==> config.mk <==
export PLATFORM = sky130hd
export DESIGN_NAME = id_stage
export DESIGN_NICKNAME = d
export VERILOG_FILES = /design/src/decode_pkg.sv /design/src/instr_decoder.sv /design/src/reg_file.sv /design/src/operand_bypass.sv /design/src/branch_unit.sv /design/src/id_stage.sv
export SDC_FILE = /design/constraint.sdc
export NUM_CORES = 2
export LEC_CHECK = 0
export BUFFER_PORTS_ARGS = -buffer_cell sky130_fd_sc_hd__buf_2
export CORE_MARGIN = 2
export CORE_UTILIZATION = 36
export DETAILED_ROUTE_END_ITERATION = 8
export PLACE_DENSITY = 0.54
export SLEW_MARGIN = 20
export SYNTH_ARGS = -nofsm -noshare
export SYNTH_HDL_FRONTEND = slang
export SYNTH_SLANG_ARGS = --single-unit
==> constraint.sdc <==
create_clock -name clk -period 6.2 [get_ports clk]
set_input_delay 0.62 -clock clk [delete_from_list [all_inputs] [get_ports clk]]
set_output_delay 0.62 -clock clk [all_outputs]
set_load 0.05 [all_outputs]
==> src/decode_pkg.sv <==
package decode_pkg;
    timeunit 1ns;
    timeprecision 100ps;

    // register form
    typedef struct packed {
        logic [5:0] op;
        logic [4:0] rs;
        logic [4:0] rt;
        logic [4:0] rd;
        logic [4:0] sa;
        logic [5:0] func;
    } r_fields_t;

    // immediate form, also loads, stores and branches
    typedef struct packed {
        logic [5:0]  op;
        logic [4:0]  rs;
        logic [4:0]  rt;
        logic [15:0] imm;
    } i_fields_t;

    typedef struct packed {
        logic [5:0]  op;
        logic [25:0] jidx;   // word index within the 256MB region
    } j_fields_t;

    typedef union packed {
        r_fields_t r_fields;
        i_fields_t i_fields;
        j_fields_t j_fields;
    } instr_t;

    typedef struct packed {
        instr_t      inst;
        logic [31:0] pc;
    } fetch_bus_t;

    typedef struct packed {
        logic        we;
        logic [4:0]  addr;
        logic [31:0] data;
    } rf_write_t;

    // one later stage as seen from decode
    typedef struct packed {
        logic        valid;
        logic        we;
        logic        is_load;   // value not known until memory returns
        logic [4:0]  addr;
        logic [31:0] value;
    } fwd_bus_t;

    typedef struct packed {
        logic [11:0] alu_op;         // one-hot, see ALU_* below
        logic        src1_is_sa;
        logic        src1_is_pc;
        logic        src2_is_imm;
        logic        src2_is_8;      // link address is pc + 8
        logic        zero_ext_imm;
        logic        load_op;
        logic        mem_we;
        logic        gr_we;
        logic [4:0]  dest;
    } ctrl_t;

    typedef struct packed {
        logic beq;
        logic bne;
        logic j;
        logic jal;
        logic jr;
    } br_ctrl_t;

    typedef struct packed {
        ctrl_t       ctrl;
        logic [15:0] imm;
        logic [31:0] rs_value;
        logic [31:0] rt_value;
        logic [31:0] pc;
    } ds_to_es_t;

    typedef struct packed {
        logic        ready;
        logic        taken;
        logic [31:0] target;
    } br_bus_t;

    localparam logic [5:0] OP_SPECIAL = 6'h00;
    localparam logic [5:0] OP_J       = 6'h02;
    localparam logic [5:0] OP_JAL     = 6'h03;
    localparam logic [5:0] OP_BEQ     = 6'h04;
    localparam logic [5:0] OP_BNE     = 6'h05;
    localparam logic [5:0] OP_ADDIU   = 6'h09;
    localparam logic [5:0] OP_ANDI    = 6'h0c;
    localparam logic [5:0] OP_ORI     = 6'h0d;
    localparam logic [5:0] OP_XORI    = 6'h0e;
    localparam logic [5:0] OP_LUI     = 6'h0f;
    localparam logic [5:0] OP_LW      = 6'h23;
    localparam logic [5:0] OP_SW      = 6'h2b;

    localparam logic [5:0] FN_SLL  = 6'h00;
    localparam logic [5:0] FN_SRL  = 6'h02;
    localparam logic [5:0] FN_SRA  = 6'h03;
    localparam logic [5:0] FN_JR   = 6'h08;
    localparam logic [5:0] FN_ADDU = 6'h21;
    localparam logic [5:0] FN_SUBU = 6'h23;
    localparam logic [5:0] FN_AND  = 6'h24;
    localparam logic [5:0] FN_OR   = 6'h25;
    localparam logic [5:0] FN_XOR  = 6'h26;
    localparam logic [5:0] FN_NOR  = 6'h27;
    localparam logic [5:0] FN_SLT  = 6'h2a;
    localparam logic [5:0] FN_SLTU = 6'h2b;

    // bit positions in ctrl_t.alu_op
    localparam int ALU_ADD  = 0;
    localparam int ALU_SUB  = 1;
    localparam int ALU_SLT  = 2;
    localparam int ALU_SLTU = 3;
    localparam int ALU_AND  = 4;
    localparam int ALU_NOR  = 5;
    localparam int ALU_OR   = 6;
    localparam int ALU_XOR  = 7;
    localparam int ALU_SLL  = 8;
    localparam int ALU_SRL  = 9;
    localparam int ALU_SRA  = 10;
    localparam int ALU_LUI  = 11;

    localparam logic [4:0] REG_LINK = 5'd31;

endpackage

==> src/instr_decoder.sv <==
module instr_decoder (
    input  decode_pkg::instr_t   inst,
    output decode_pkg::ctrl_t    ctrl,
    output decode_pkg::br_ctrl_t br_kind
);
    timeunit 1ns;
    timeprecision 100ps;
    import decode_pkg::*;

    logic [11:0] fn_alu;      // alu op picked by the function field
    logic        fn_shift;
    logic        fn_alu_ok;
    logic        fn_jr;
    logic        imm_write;   // writes rt, imm as second source
    logic        known;

    always_comb begin
        fn_alu   = '0;
        fn_shift = 1'b0;
        case (inst.r_fields.func)
            FN_ADDU: fn_alu[ALU_ADD]  = 1'b1;
            FN_SUBU: fn_alu[ALU_SUB]  = 1'b1;
            FN_SLT:  fn_alu[ALU_SLT]  = 1'b1;
            FN_SLTU: fn_alu[ALU_SLTU] = 1'b1;
            FN_AND:  fn_alu[ALU_AND]  = 1'b1;
            FN_OR:   fn_alu[ALU_OR]   = 1'b1;
            FN_XOR:  fn_alu[ALU_XOR]  = 1'b1;
            FN_NOR:  fn_alu[ALU_NOR]  = 1'b1;
            FN_SLL: begin
                fn_alu[ALU_SLL] = 1'b1;
                fn_shift        = 1'b1;
            end
            FN_SRL: begin
                fn_alu[ALU_SRL] = 1'b1;
                fn_shift        = 1'b1;
            end
            FN_SRA: begin
                fn_alu[ALU_SRA] = 1'b1;
                fn_shift        = 1'b1;
            end
            default: fn_alu = '0;
        endcase
    end

    // shifts use sa and need rs zero, the others need sa zero
    assign fn_alu_ok = |fn_alu && (fn_shift ? inst.r_fields.rs == 5'd0
                                            : inst.r_fields.sa == 5'd0);
    assign fn_jr     = inst.r_fields.func == FN_JR && inst.r_fields.rt == 5'd0
                    && inst.r_fields.rd == 5'd0 && inst.r_fields.sa == 5'd0;

    always_comb begin
        ctrl      = '0;
        br_kind   = '0;
        imm_write = 1'b0;
        known     = 1'b1;
        case (inst.i_fields.op)
            OP_SPECIAL: begin
                if (fn_alu_ok) begin
                    ctrl.alu_op     = fn_alu;
                    ctrl.src1_is_sa = fn_shift;
                    ctrl.gr_we      = 1'b1;
                end else if (fn_jr) begin
                    br_kind.jr = 1'b1;
                end else begin
                    known = 1'b0;
                end
            end
            OP_ADDIU: begin
                ctrl.alu_op[ALU_ADD] = 1'b1;
                imm_write            = 1'b1;
            end
            OP_ANDI: begin
                ctrl.alu_op[ALU_AND] = 1'b1;
                ctrl.zero_ext_imm    = 1'b1;
                imm_write            = 1'b1;
            end
            OP_ORI: begin
                ctrl.alu_op[ALU_OR] = 1'b1;
                ctrl.zero_ext_imm   = 1'b1;
                imm_write           = 1'b1;
            end
            OP_XORI: begin
                ctrl.alu_op[ALU_XOR] = 1'b1;
                ctrl.zero_ext_imm    = 1'b1;
                imm_write            = 1'b1;
            end
            OP_LUI: begin
                if (inst.i_fields.rs == 5'd0) begin
                    ctrl.alu_op[ALU_LUI] = 1'b1;
                    imm_write            = 1'b1;
                end else begin
                    known = 1'b0;
                end
            end
            OP_LW: begin
                ctrl.alu_op[ALU_ADD] = 1'b1;   // address calc
                ctrl.load_op         = 1'b1;
                imm_write            = 1'b1;
            end
            OP_SW: begin
                ctrl.alu_op[ALU_ADD] = 1'b1;
                ctrl.src2_is_imm     = 1'b1;
                ctrl.mem_we          = 1'b1;
            end
            OP_BEQ: br_kind.beq = 1'b1;
            OP_BNE: br_kind.bne = 1'b1;
            OP_J:   br_kind.j   = 1'b1;
            OP_JAL: begin
                br_kind.jal          = 1'b1;
                ctrl.alu_op[ALU_ADD] = 1'b1;   // pc + 8 into r31
                ctrl.src1_is_pc      = 1'b1;
                ctrl.src2_is_8       = 1'b1;
                ctrl.gr_we           = 1'b1;
            end
            default: known = 1'b0;
        endcase
        if (imm_write) begin
            ctrl.src2_is_imm = 1'b1;
            ctrl.gr_we       = 1'b1;
        end
        if (known) begin
            ctrl.dest = br_kind.jal ? REG_LINK :
                        imm_write   ? inst.i_fields.rt :
                                      inst.r_fields.rd;
        end
    end

    always_comb begin
        a_alu_onehot: assert ($onehot0(ctrl.alu_op))
            else $error("alu_op has more than one bit set: %b", ctrl.alu_op);
    end

endmodule

==> src/reg_file.sv <==
module reg_file (
    input  logic                  clk,
    input  logic [4:0]            raddr1,
    input  logic [4:0]            raddr2,
    input  decode_pkg::rf_write_t wr,
    output logic [31:0]           rdata1,
    output logic [31:0]           rdata2
);
    timeunit 1ns;
    timeprecision 100ps;

    logic [31:0] regs [32];

    always_ff @(posedge clk) begin
        if (wr.we && wr.addr != 5'd0) begin
            regs[wr.addr] <= wr.data;
        end
    end

    // r0 is hardwired to zero, entry 0 is never written
    assign rdata1 = (raddr1 == 5'd0) ? 32'd0 : regs[raddr1];
    assign rdata2 = (raddr2 == 5'd0) ? 32'd0 : regs[raddr2];

    a_r0_port1: assert property (@(posedge clk) raddr1 == 5'd0 |-> rdata1 == 32'd0)
        else $error("read port 1 of r0 is nonzero");
    a_r0_port2: assert property (@(posedge clk) raddr2 == 5'd0 |-> rdata2 == 32'd0)
        else $error("read port 2 of r0 is nonzero");

endmodule

==> src/operand_bypass.sv <==
module operand_bypass (
    input  decode_pkg::instr_t   inst,
    input  logic [31:0]          rf_rdata1,
    input  logic [31:0]          rf_rdata2,
    input  decode_pkg::fwd_bus_t es_fwd,
    input  decode_pkg::fwd_bus_t ms_fwd,
    input  decode_pkg::fwd_bus_t ws_fwd,
    output logic [31:0]          rs_value,
    output logic [31:0]          rt_value,
    output logic                 load_use_stall
);
    timeunit 1ns;
    timeprecision 100ps;
    import decode_pkg::*;

    logic [4:0] rs;
    logic [4:0] rt;

    function automatic logic writes(fwd_bus_t f, logic [4:0] a);
        return f.valid && f.we && f.addr == a;
    endfunction

    // nearest stage wins, a load in execute has no value yet
    function automatic logic [31:0] pick(logic [4:0] a, logic [31:0] rf_data,
                                         fwd_bus_t es, fwd_bus_t ms, fwd_bus_t ws);
        if (a == 5'd0) begin
            return 32'd0;
        end
        if (writes(es, a) && !es.is_load) begin
            return es.value;
        end
        if (writes(ms, a)) begin
            return ms.value;
        end
        if (writes(ws, a)) begin
            return ws.value;   // same cycle as the rf write
        end
        return rf_data;
    endfunction

    assign rs = inst.r_fields.rs;
    assign rt = inst.r_fields.rt;

    assign rs_value = pick(rs, rf_rdata1, es_fwd, ms_fwd, ws_fwd);
    assign rt_value = pick(rt, rf_rdata2, es_fwd, ms_fwd, ws_fwd);

    assign load_use_stall = es_fwd.is_load
                         && ((rs != 5'd0 && writes(es_fwd, rs))
                          || (rt != 5'd0 && writes(es_fwd, rt)));

    always_comb begin
        a_stall_src: assert (!load_use_stall || (es_fwd.valid && es_fwd.is_load))
            else $error("load-use stall without a load in execute");
    end

endmodule

==> src/branch_unit.sv <==
module branch_unit (
    input  logic                 ds_valid,
    input  logic [31:0]          pc,
    input  decode_pkg::br_ctrl_t br_kind,
    input  logic [15:0]          imm,
    input  logic [25:0]          jidx,
    input  logic [31:0]          rs_value,
    input  logic [31:0]          rt_value,
    input  logic                 load_use_stall,
    output decode_pkg::br_bus_t  br_bus
);
    timeunit 1ns;
    timeprecision 100ps;

    logic [31:0] slot_pc;     // delay slot address
    logic [31:0] br_offset;
    logic        rs_eq_rt;
    logic        cond_met;
    logic        is_cond;

    assign slot_pc   = pc + 32'd4;
    assign br_offset = {{14{imm[15]}}, imm, 2'b00};
    assign rs_eq_rt  = rs_value == rt_value;
    assign is_cond   = br_kind.beq || br_kind.bne;

    assign cond_met = (br_kind.beq && rs_eq_rt)
                   || (br_kind.bne && !rs_eq_rt)
                   || br_kind.j
                   || br_kind.jal
                   || br_kind.jr;

    assign br_bus.ready  = !load_use_stall;   // fetch must wait for real operands
    assign br_bus.taken  = ds_valid && cond_met;
    assign br_bus.target = is_cond    ? slot_pc + br_offset :
                           br_kind.jr ? rs_value :
                                        {slot_pc[31:28], jidx, 2'b00};

endmodule

==> src/id_stage.sv <==
module id_stage (
    input  logic                   clk,
    input  logic                   reset,
    input  logic                   es_allowin,
    output logic                   ds_allowin,
    input  logic                   fs_to_ds_valid,
    input  decode_pkg::fetch_bus_t fs_to_ds_bus,
    input  decode_pkg::fwd_bus_t   es_fwd,
    input  decode_pkg::fwd_bus_t   ms_fwd,
    input  decode_pkg::fwd_bus_t   ws_fwd,
    input  decode_pkg::rf_write_t  ws_to_rf,
    output logic                   ds_to_es_valid,
    output decode_pkg::ds_to_es_t  ds_to_es_bus,
    output decode_pkg::br_bus_t    br_bus
);
    timeunit 1ns;
    timeprecision 100ps;
    import decode_pkg::*;

    logic        ds_valid;
    fetch_bus_t  fs_to_ds_r;   // held instruction and pc
    logic        ds_ready_go;
    ctrl_t       ctrl;
    br_ctrl_t    br_kind;
    logic [31:0] rf_rdata1;
    logic [31:0] rf_rdata2;
    logic [31:0] rs_value;
    logic [31:0] rt_value;
    logic        load_use_stall;

    assign ds_ready_go    = !load_use_stall;
    assign ds_allowin     = !ds_valid || (ds_ready_go && es_allowin);
    assign ds_to_es_valid = ds_valid && ds_ready_go;

    always_ff @(posedge clk) begin
        if (reset) begin
            ds_valid <= 1'b0;
        end else if (ds_allowin) begin
            ds_valid <= fs_to_ds_valid;
        end
    end

    always_ff @(posedge clk) begin
        if (fs_to_ds_valid && ds_allowin) begin
            fs_to_ds_r <= fs_to_ds_bus;
        end
    end

    instr_decoder u_decoder (
        .inst    (fs_to_ds_r.inst),
        .ctrl    (ctrl),
        .br_kind (br_kind)
    );

    reg_file u_reg_file (
        .clk    (clk),
        .raddr1 (fs_to_ds_r.inst.r_fields.rs),
        .raddr2 (fs_to_ds_r.inst.r_fields.rt),
        .wr     (ws_to_rf),
        .rdata1 (rf_rdata1),
        .rdata2 (rf_rdata2)
    );

    operand_bypass u_bypass (
        .inst           (fs_to_ds_r.inst),
        .rf_rdata1      (rf_rdata1),
        .rf_rdata2      (rf_rdata2),
        .es_fwd         (es_fwd),
        .ms_fwd         (ms_fwd),
        .ws_fwd         (ws_fwd),
        .rs_value       (rs_value),
        .rt_value       (rt_value),
        .load_use_stall (load_use_stall)
    );

    branch_unit u_branch (
        .ds_valid       (ds_valid),
        .pc             (fs_to_ds_r.pc),
        .br_kind        (br_kind),
        .imm            (fs_to_ds_r.inst.i_fields.imm),
        .jidx           (fs_to_ds_r.inst.j_fields.jidx),
        .rs_value       (rs_value),
        .rt_value       (rt_value),
        .load_use_stall (load_use_stall),
        .br_bus         (br_bus)
    );

    assign ds_to_es_bus.ctrl     = ctrl;
    assign ds_to_es_bus.imm      = fs_to_ds_r.inst.i_fields.imm;
    assign ds_to_es_bus.rs_value = rs_value;
    assign ds_to_es_bus.rt_value = rt_value;
    assign ds_to_es_bus.pc       = fs_to_ds_r.pc;

    a_valid_out: assert property (@(posedge clk) disable iff (reset)
        ds_to_es_valid |-> ds_valid)
        else $error("ds_to_es_valid without ds_valid");

endmodule

==> flow_results.org <==
** Outcome
- The run finished, with violations left.
- Violated checks :: negative setup slack

** Global route
- First-pass GRT wire length :: 334 mm
- The total overflow left after global routing is 0.
- For this run, the total global-route usage over all layers was measured as 0.310.
- Antenna violations before repair :: 43
- Entering global routing, the biggest net connects 73 pins.
- The number of global-route vias before repair came to 39200.

** Detailed routing
- The final layout contains routed wiring with a total length of 251 mm.
- Drt first pass iters :: 6
- In the final routing, the length of wire on met1 measures 90.1 mm.
- After detailed routing, the number of vias per cell comes to 6.48.
- Routed wl met2 :: 117 mm
- Highest routed layer :: met5
- Via total after detailed routing :: 40400
- The detailed router finished its first iteration with 6115 violations.
- Average wire per cell in the routed design :: 40.4 um
- In the detailed route, the total length drawn on met3 is 27.2 mm.
- After detailed routing, the number of remaining DRC violations is 0.
- Remaining antenna violation count :: 0

** Worst setup path
- By startpoint and endpoint, the worst setup path is classified as reg2out.
- Of all nets on the critical path, the largest fanout is 25.
- For the worst flop-to-flop path, the logic depth is 10.
- The worst setup path is captured at an output pin.
- Setup slack on the worst reg-to-reg path comes out at 1.81 ns.
- Critical path startpoint category :: flop
- At the worst endpoint, the arrival time is 5.59 ns.
- At the worst endpoint, the required time is 5.58 ns.

** Final layout
- Sequential standard cell area :: 32900 um2
- Multi-input gate area in the final layout :: 21800 um2
- Once layout is complete, the utilization of the core stands at 0.428.
- Share of final-layout standard cells stronger than drive strength 1 :: 0.349
- Most common library cell in the layout ignoring fill and taps :: edfxtp_1
- Area delta synth->final :: 18.0%
- The layout has 13800 filler cells.
- Total number of nets in the final design :: 4327
- Count of placed standard cells in the final layout, fillers left out :: 6229
- In the layout the commonest cells are edfxtp_1, mux4_2, buf_2.

** Pwr
- Summed over all cells, the static leakage comes to 22.3 nW.
- The worst-case IR drop observed on VDD is 0.000220 V.
- Cell area power density :: 294 nW/um2

** Timing
- Setup TNS :: -0.00609 ns
- Max-Slew Margin vs Limit :: 0.199
- Setup slack on the critical path of the routed design comes to -0.00609 ns.
- Setup violations remaining at the end of the flow were counted as 1.
- The final-report hold violation count is 0.
- Hold timing on the final database bottoms out at a slack of 0.0448 ns.
- Post-layout minimum cycle time :: 6.21 ns
- Setup repair after global routing left no endpoint under its margin.
- Highest Clock Rate :: 161 MHz
- Across the routed clock network, the largest skew measured is 0.0181 ns.
- The total count of max-transition violations in the final report is 0.
- For the pin with the worst max-slew slack, the measured transition is 1.20 ns.
- Final cycle utilization of the critical path :: 1.00

** Synthesis
- A synthesized cell averages 16.1 um2.
- Number of instances in the synthesized netlist :: 3485
- Of the synthesized area, sequential elements account for 0.587.
- Synthesis warning total :: 0
- Top FF cell, synth :: edfxtp_1
- Synthesis instantiated 103 different standard cells from the library.
- Number of enable-type register cells in the synthesized netlist :: 1088
- Synth Register Bits :: 1099
- After synthesis, the share of flip-flops with an asynchronous set or reset is 0.
- The mapped netlist covers 56100 um2.

** Clock network
- Total clock buffers created by CTS :: 118
- No sink is reached through more buffers than the 3 on the longest clock path.
- Counting every sink on the clock net gives 1099.
- Cell at the root of the clock tree :: clkbuf_16
- TritonCTS clock tree :: built
- Clock edge transition at the registers on the reported setup and hold paths :: 0.06 ns
- The clock reaches the later pin of the worst-skew pair after 0.76 ns.
- The H-tree generated during clock tree synthesis spans 3 levels.

** Die
- For this configuration, the core starts out at a cell density of 0.363.
- I/O pin cnt :: 399
- After floorplanning, the core was sized to cover 154000 um2.
- The die covers 159000 um2.
- The floorplan has 144 rows.
- Measured along the y axis, the die boundary spans 399 um.
- Die extent in x :: 399 um

** Flow run
- Number of maximum-capacitance constraint violations :: 0

** Placement
- DP HPWL :: 173 mm
- Weighted congestion reported at the end of routability-driven placement :: 0.974
- Once placement completed, the tool counted placed cells totaling 5944.
- Port buffering added 396 buffers.

** Hold path
- Counting instances, the worst hold path has a depth of 1.
- Worst min-delay path class :: in2reg
cell type report:
| cell class | instances | share of cell area |
|---|---|---|
| inverter | 34 | 0.00195 |
| multi-input combinational | 2090 | 0.329 |
| sequential | 1099 | 0.498 |
| timing repair buffer | 727 | 0.0764 |
| tap | 2044 | 0.0387 |
| antenna | 15 | 0.000567 |
| clock buffer | 147 | 0.0466 |
| clock inverter | 73 | 0.00929 |
cells in the mapped netlist, types with 12 or more instances:
| cell | number | area share |
|---|---|---|
| inv_1 | 32 | 0.0021 |
| mux4_2 | 452 | 0.18 |
| nand3_1 | 65 | 0.0058 |
| o221ai_1 | 16 | 0.0025 |
| nand2b_1 | 19 | 0.0021 |
| buf_4 | 94 | 0.013 |
| mux2_2 | 22 | 0.0044 |
| a211oi_1 | 23 | 0.0031 |
| xnor2_1 | 71 | 0.011 |
| nor3_1 | 55 | 0.0049 |
| nand2_1 | 175 | 0.012 |
| mux2i_1 | 161 | 0.029 |
| and3_1 | 16 | 0.0018 |
| xor2_1 | 43 | 0.0067 |
| nand4_1 | 26 | 0.0029 |
| a22o_1 | 17 | 0.0027 |
| buf_2 | 72 | 0.0064 |
| a22oi_1 | 68 | 0.0091 |
| nor2b_1 | 33 | 0.0037 |
| clkbuf_1 | 81 | 0.0054 |
| or3_1 | 12 | 0.0013 |
| a21oi_1 | 83 | 0.0074 |
| o211ai_1 | 18 | 0.0024 |
| nor2_1 | 156 | 0.010 |
| a221oi_1 | 30 | 0.0047 |
| a21o_1 | 13 | 0.0017 |
| o22ai_1 | 98 | 0.011 |
| nor4_1 | 18 | 0.0020 |
| a31oi_1 | 19 | 0.0021 |
| and2_1 | 20 | 0.0022 |
| ha_1 | 30 | 0.0067 |
| edfxtp_1 | 1088 | 0.58 |
| buf_6 | 32 | 0.0064 |
| o22a_1 | 12 | 0.0019 |
| o21ai_0 | 70 | 0.0062 |
per-layer routing:
metal	vias up	track usage
met3	707	0.0773
met2	2892	0.497
met5	-	0
met4	38	0.181
li1	15600	-
met1	21100	0.381
repair_timing:
item,in CTS,in global routing
hold buffers,31,0
setup endpoints to repair,2,3
resized for setup,22,21
gates cloned,1,1
pin swaps,3,4
setup buffers,11,6
hold endpoints to repair,31,0
worst paths after layout:
path	from	to
max	flop	br_bus[32]
min	fs_to_ds_bus[10]	ds_to_es_bus[10]$_DFFE_PP_
max reg2reg	fs_to_ds_r[53]$_DFFE_PP_	fs_to_ds_r[60]$_DFFE_PP_
min reg2reg	fs_to_ds_r[51]$_DFFE_PP_	flop
report_power, final:
| group | switching, W | total (W) | internal [W] |
|---|---|---|---|
| Clock | 0.00308 | 0.00692 | 0.00385 |
| Combinational | 0.00267 | 0.00410 | 0.00143 |
| Sequential | 0.000145 | 0.00845 | 0.00831 |
cell families (layout without fill, tap and decap cells):
group	count (synthesis)	after routing	share of synthesized area
xor+xnor	114	114	0.0178
buf+inv	327	981	0.0351
simple gates	668	668	0.0598
mux	638	638	0.216
fa+ha+maj	31	31	0.00705
flops	1099	1099	0.587
other cells	1	47	0.0000669
compound gates	607	607	0.0774
per-stage QoR:
| step | power (W) | area (um2) | setup slack (ns) |
|---|---|---|---|
| final | 0.0195 | 66200 | -0.00609 |
| after detailed placement | 0.0125 | 61700 | 0.248 |
| after floorplan | 0.0109 | 56200 | 0.165 |
| after global routing | 0.0199 | 66100 | 0.00137 |
| after global placement | 0.0125 | 61700 | 0.225 |
| after CTS | 0.0195 | 65900 | 0.00164 |
flip-flops by register name, summed over array words and instances, names as in the netlist, named ones only:
register / flops
u_reg_file.regs: 1024
fs_to_ds_r: 16
ds_valid: 1
ds_to_es_bus: 48
worst max-delay path: stages, from the launching register on:
cell	delay [ns]
dfxtp_4	0.73
buf_12	0.25
nand2_1	0.22
nor2_1	0.39
a22o_1	0.20
nor3_1	0.06
buf_4	0.17
o32ai_1	0.56
xor2_1	0.18
and3_1	0.24
nand4_1	0.26
or4_1	0.58
nand4bb_1	0.21
xor2_1	0.17
o21ai_2	0.26
buf_4	0.17
buf_12	0.13
Power figures use the tool's default switching activity.
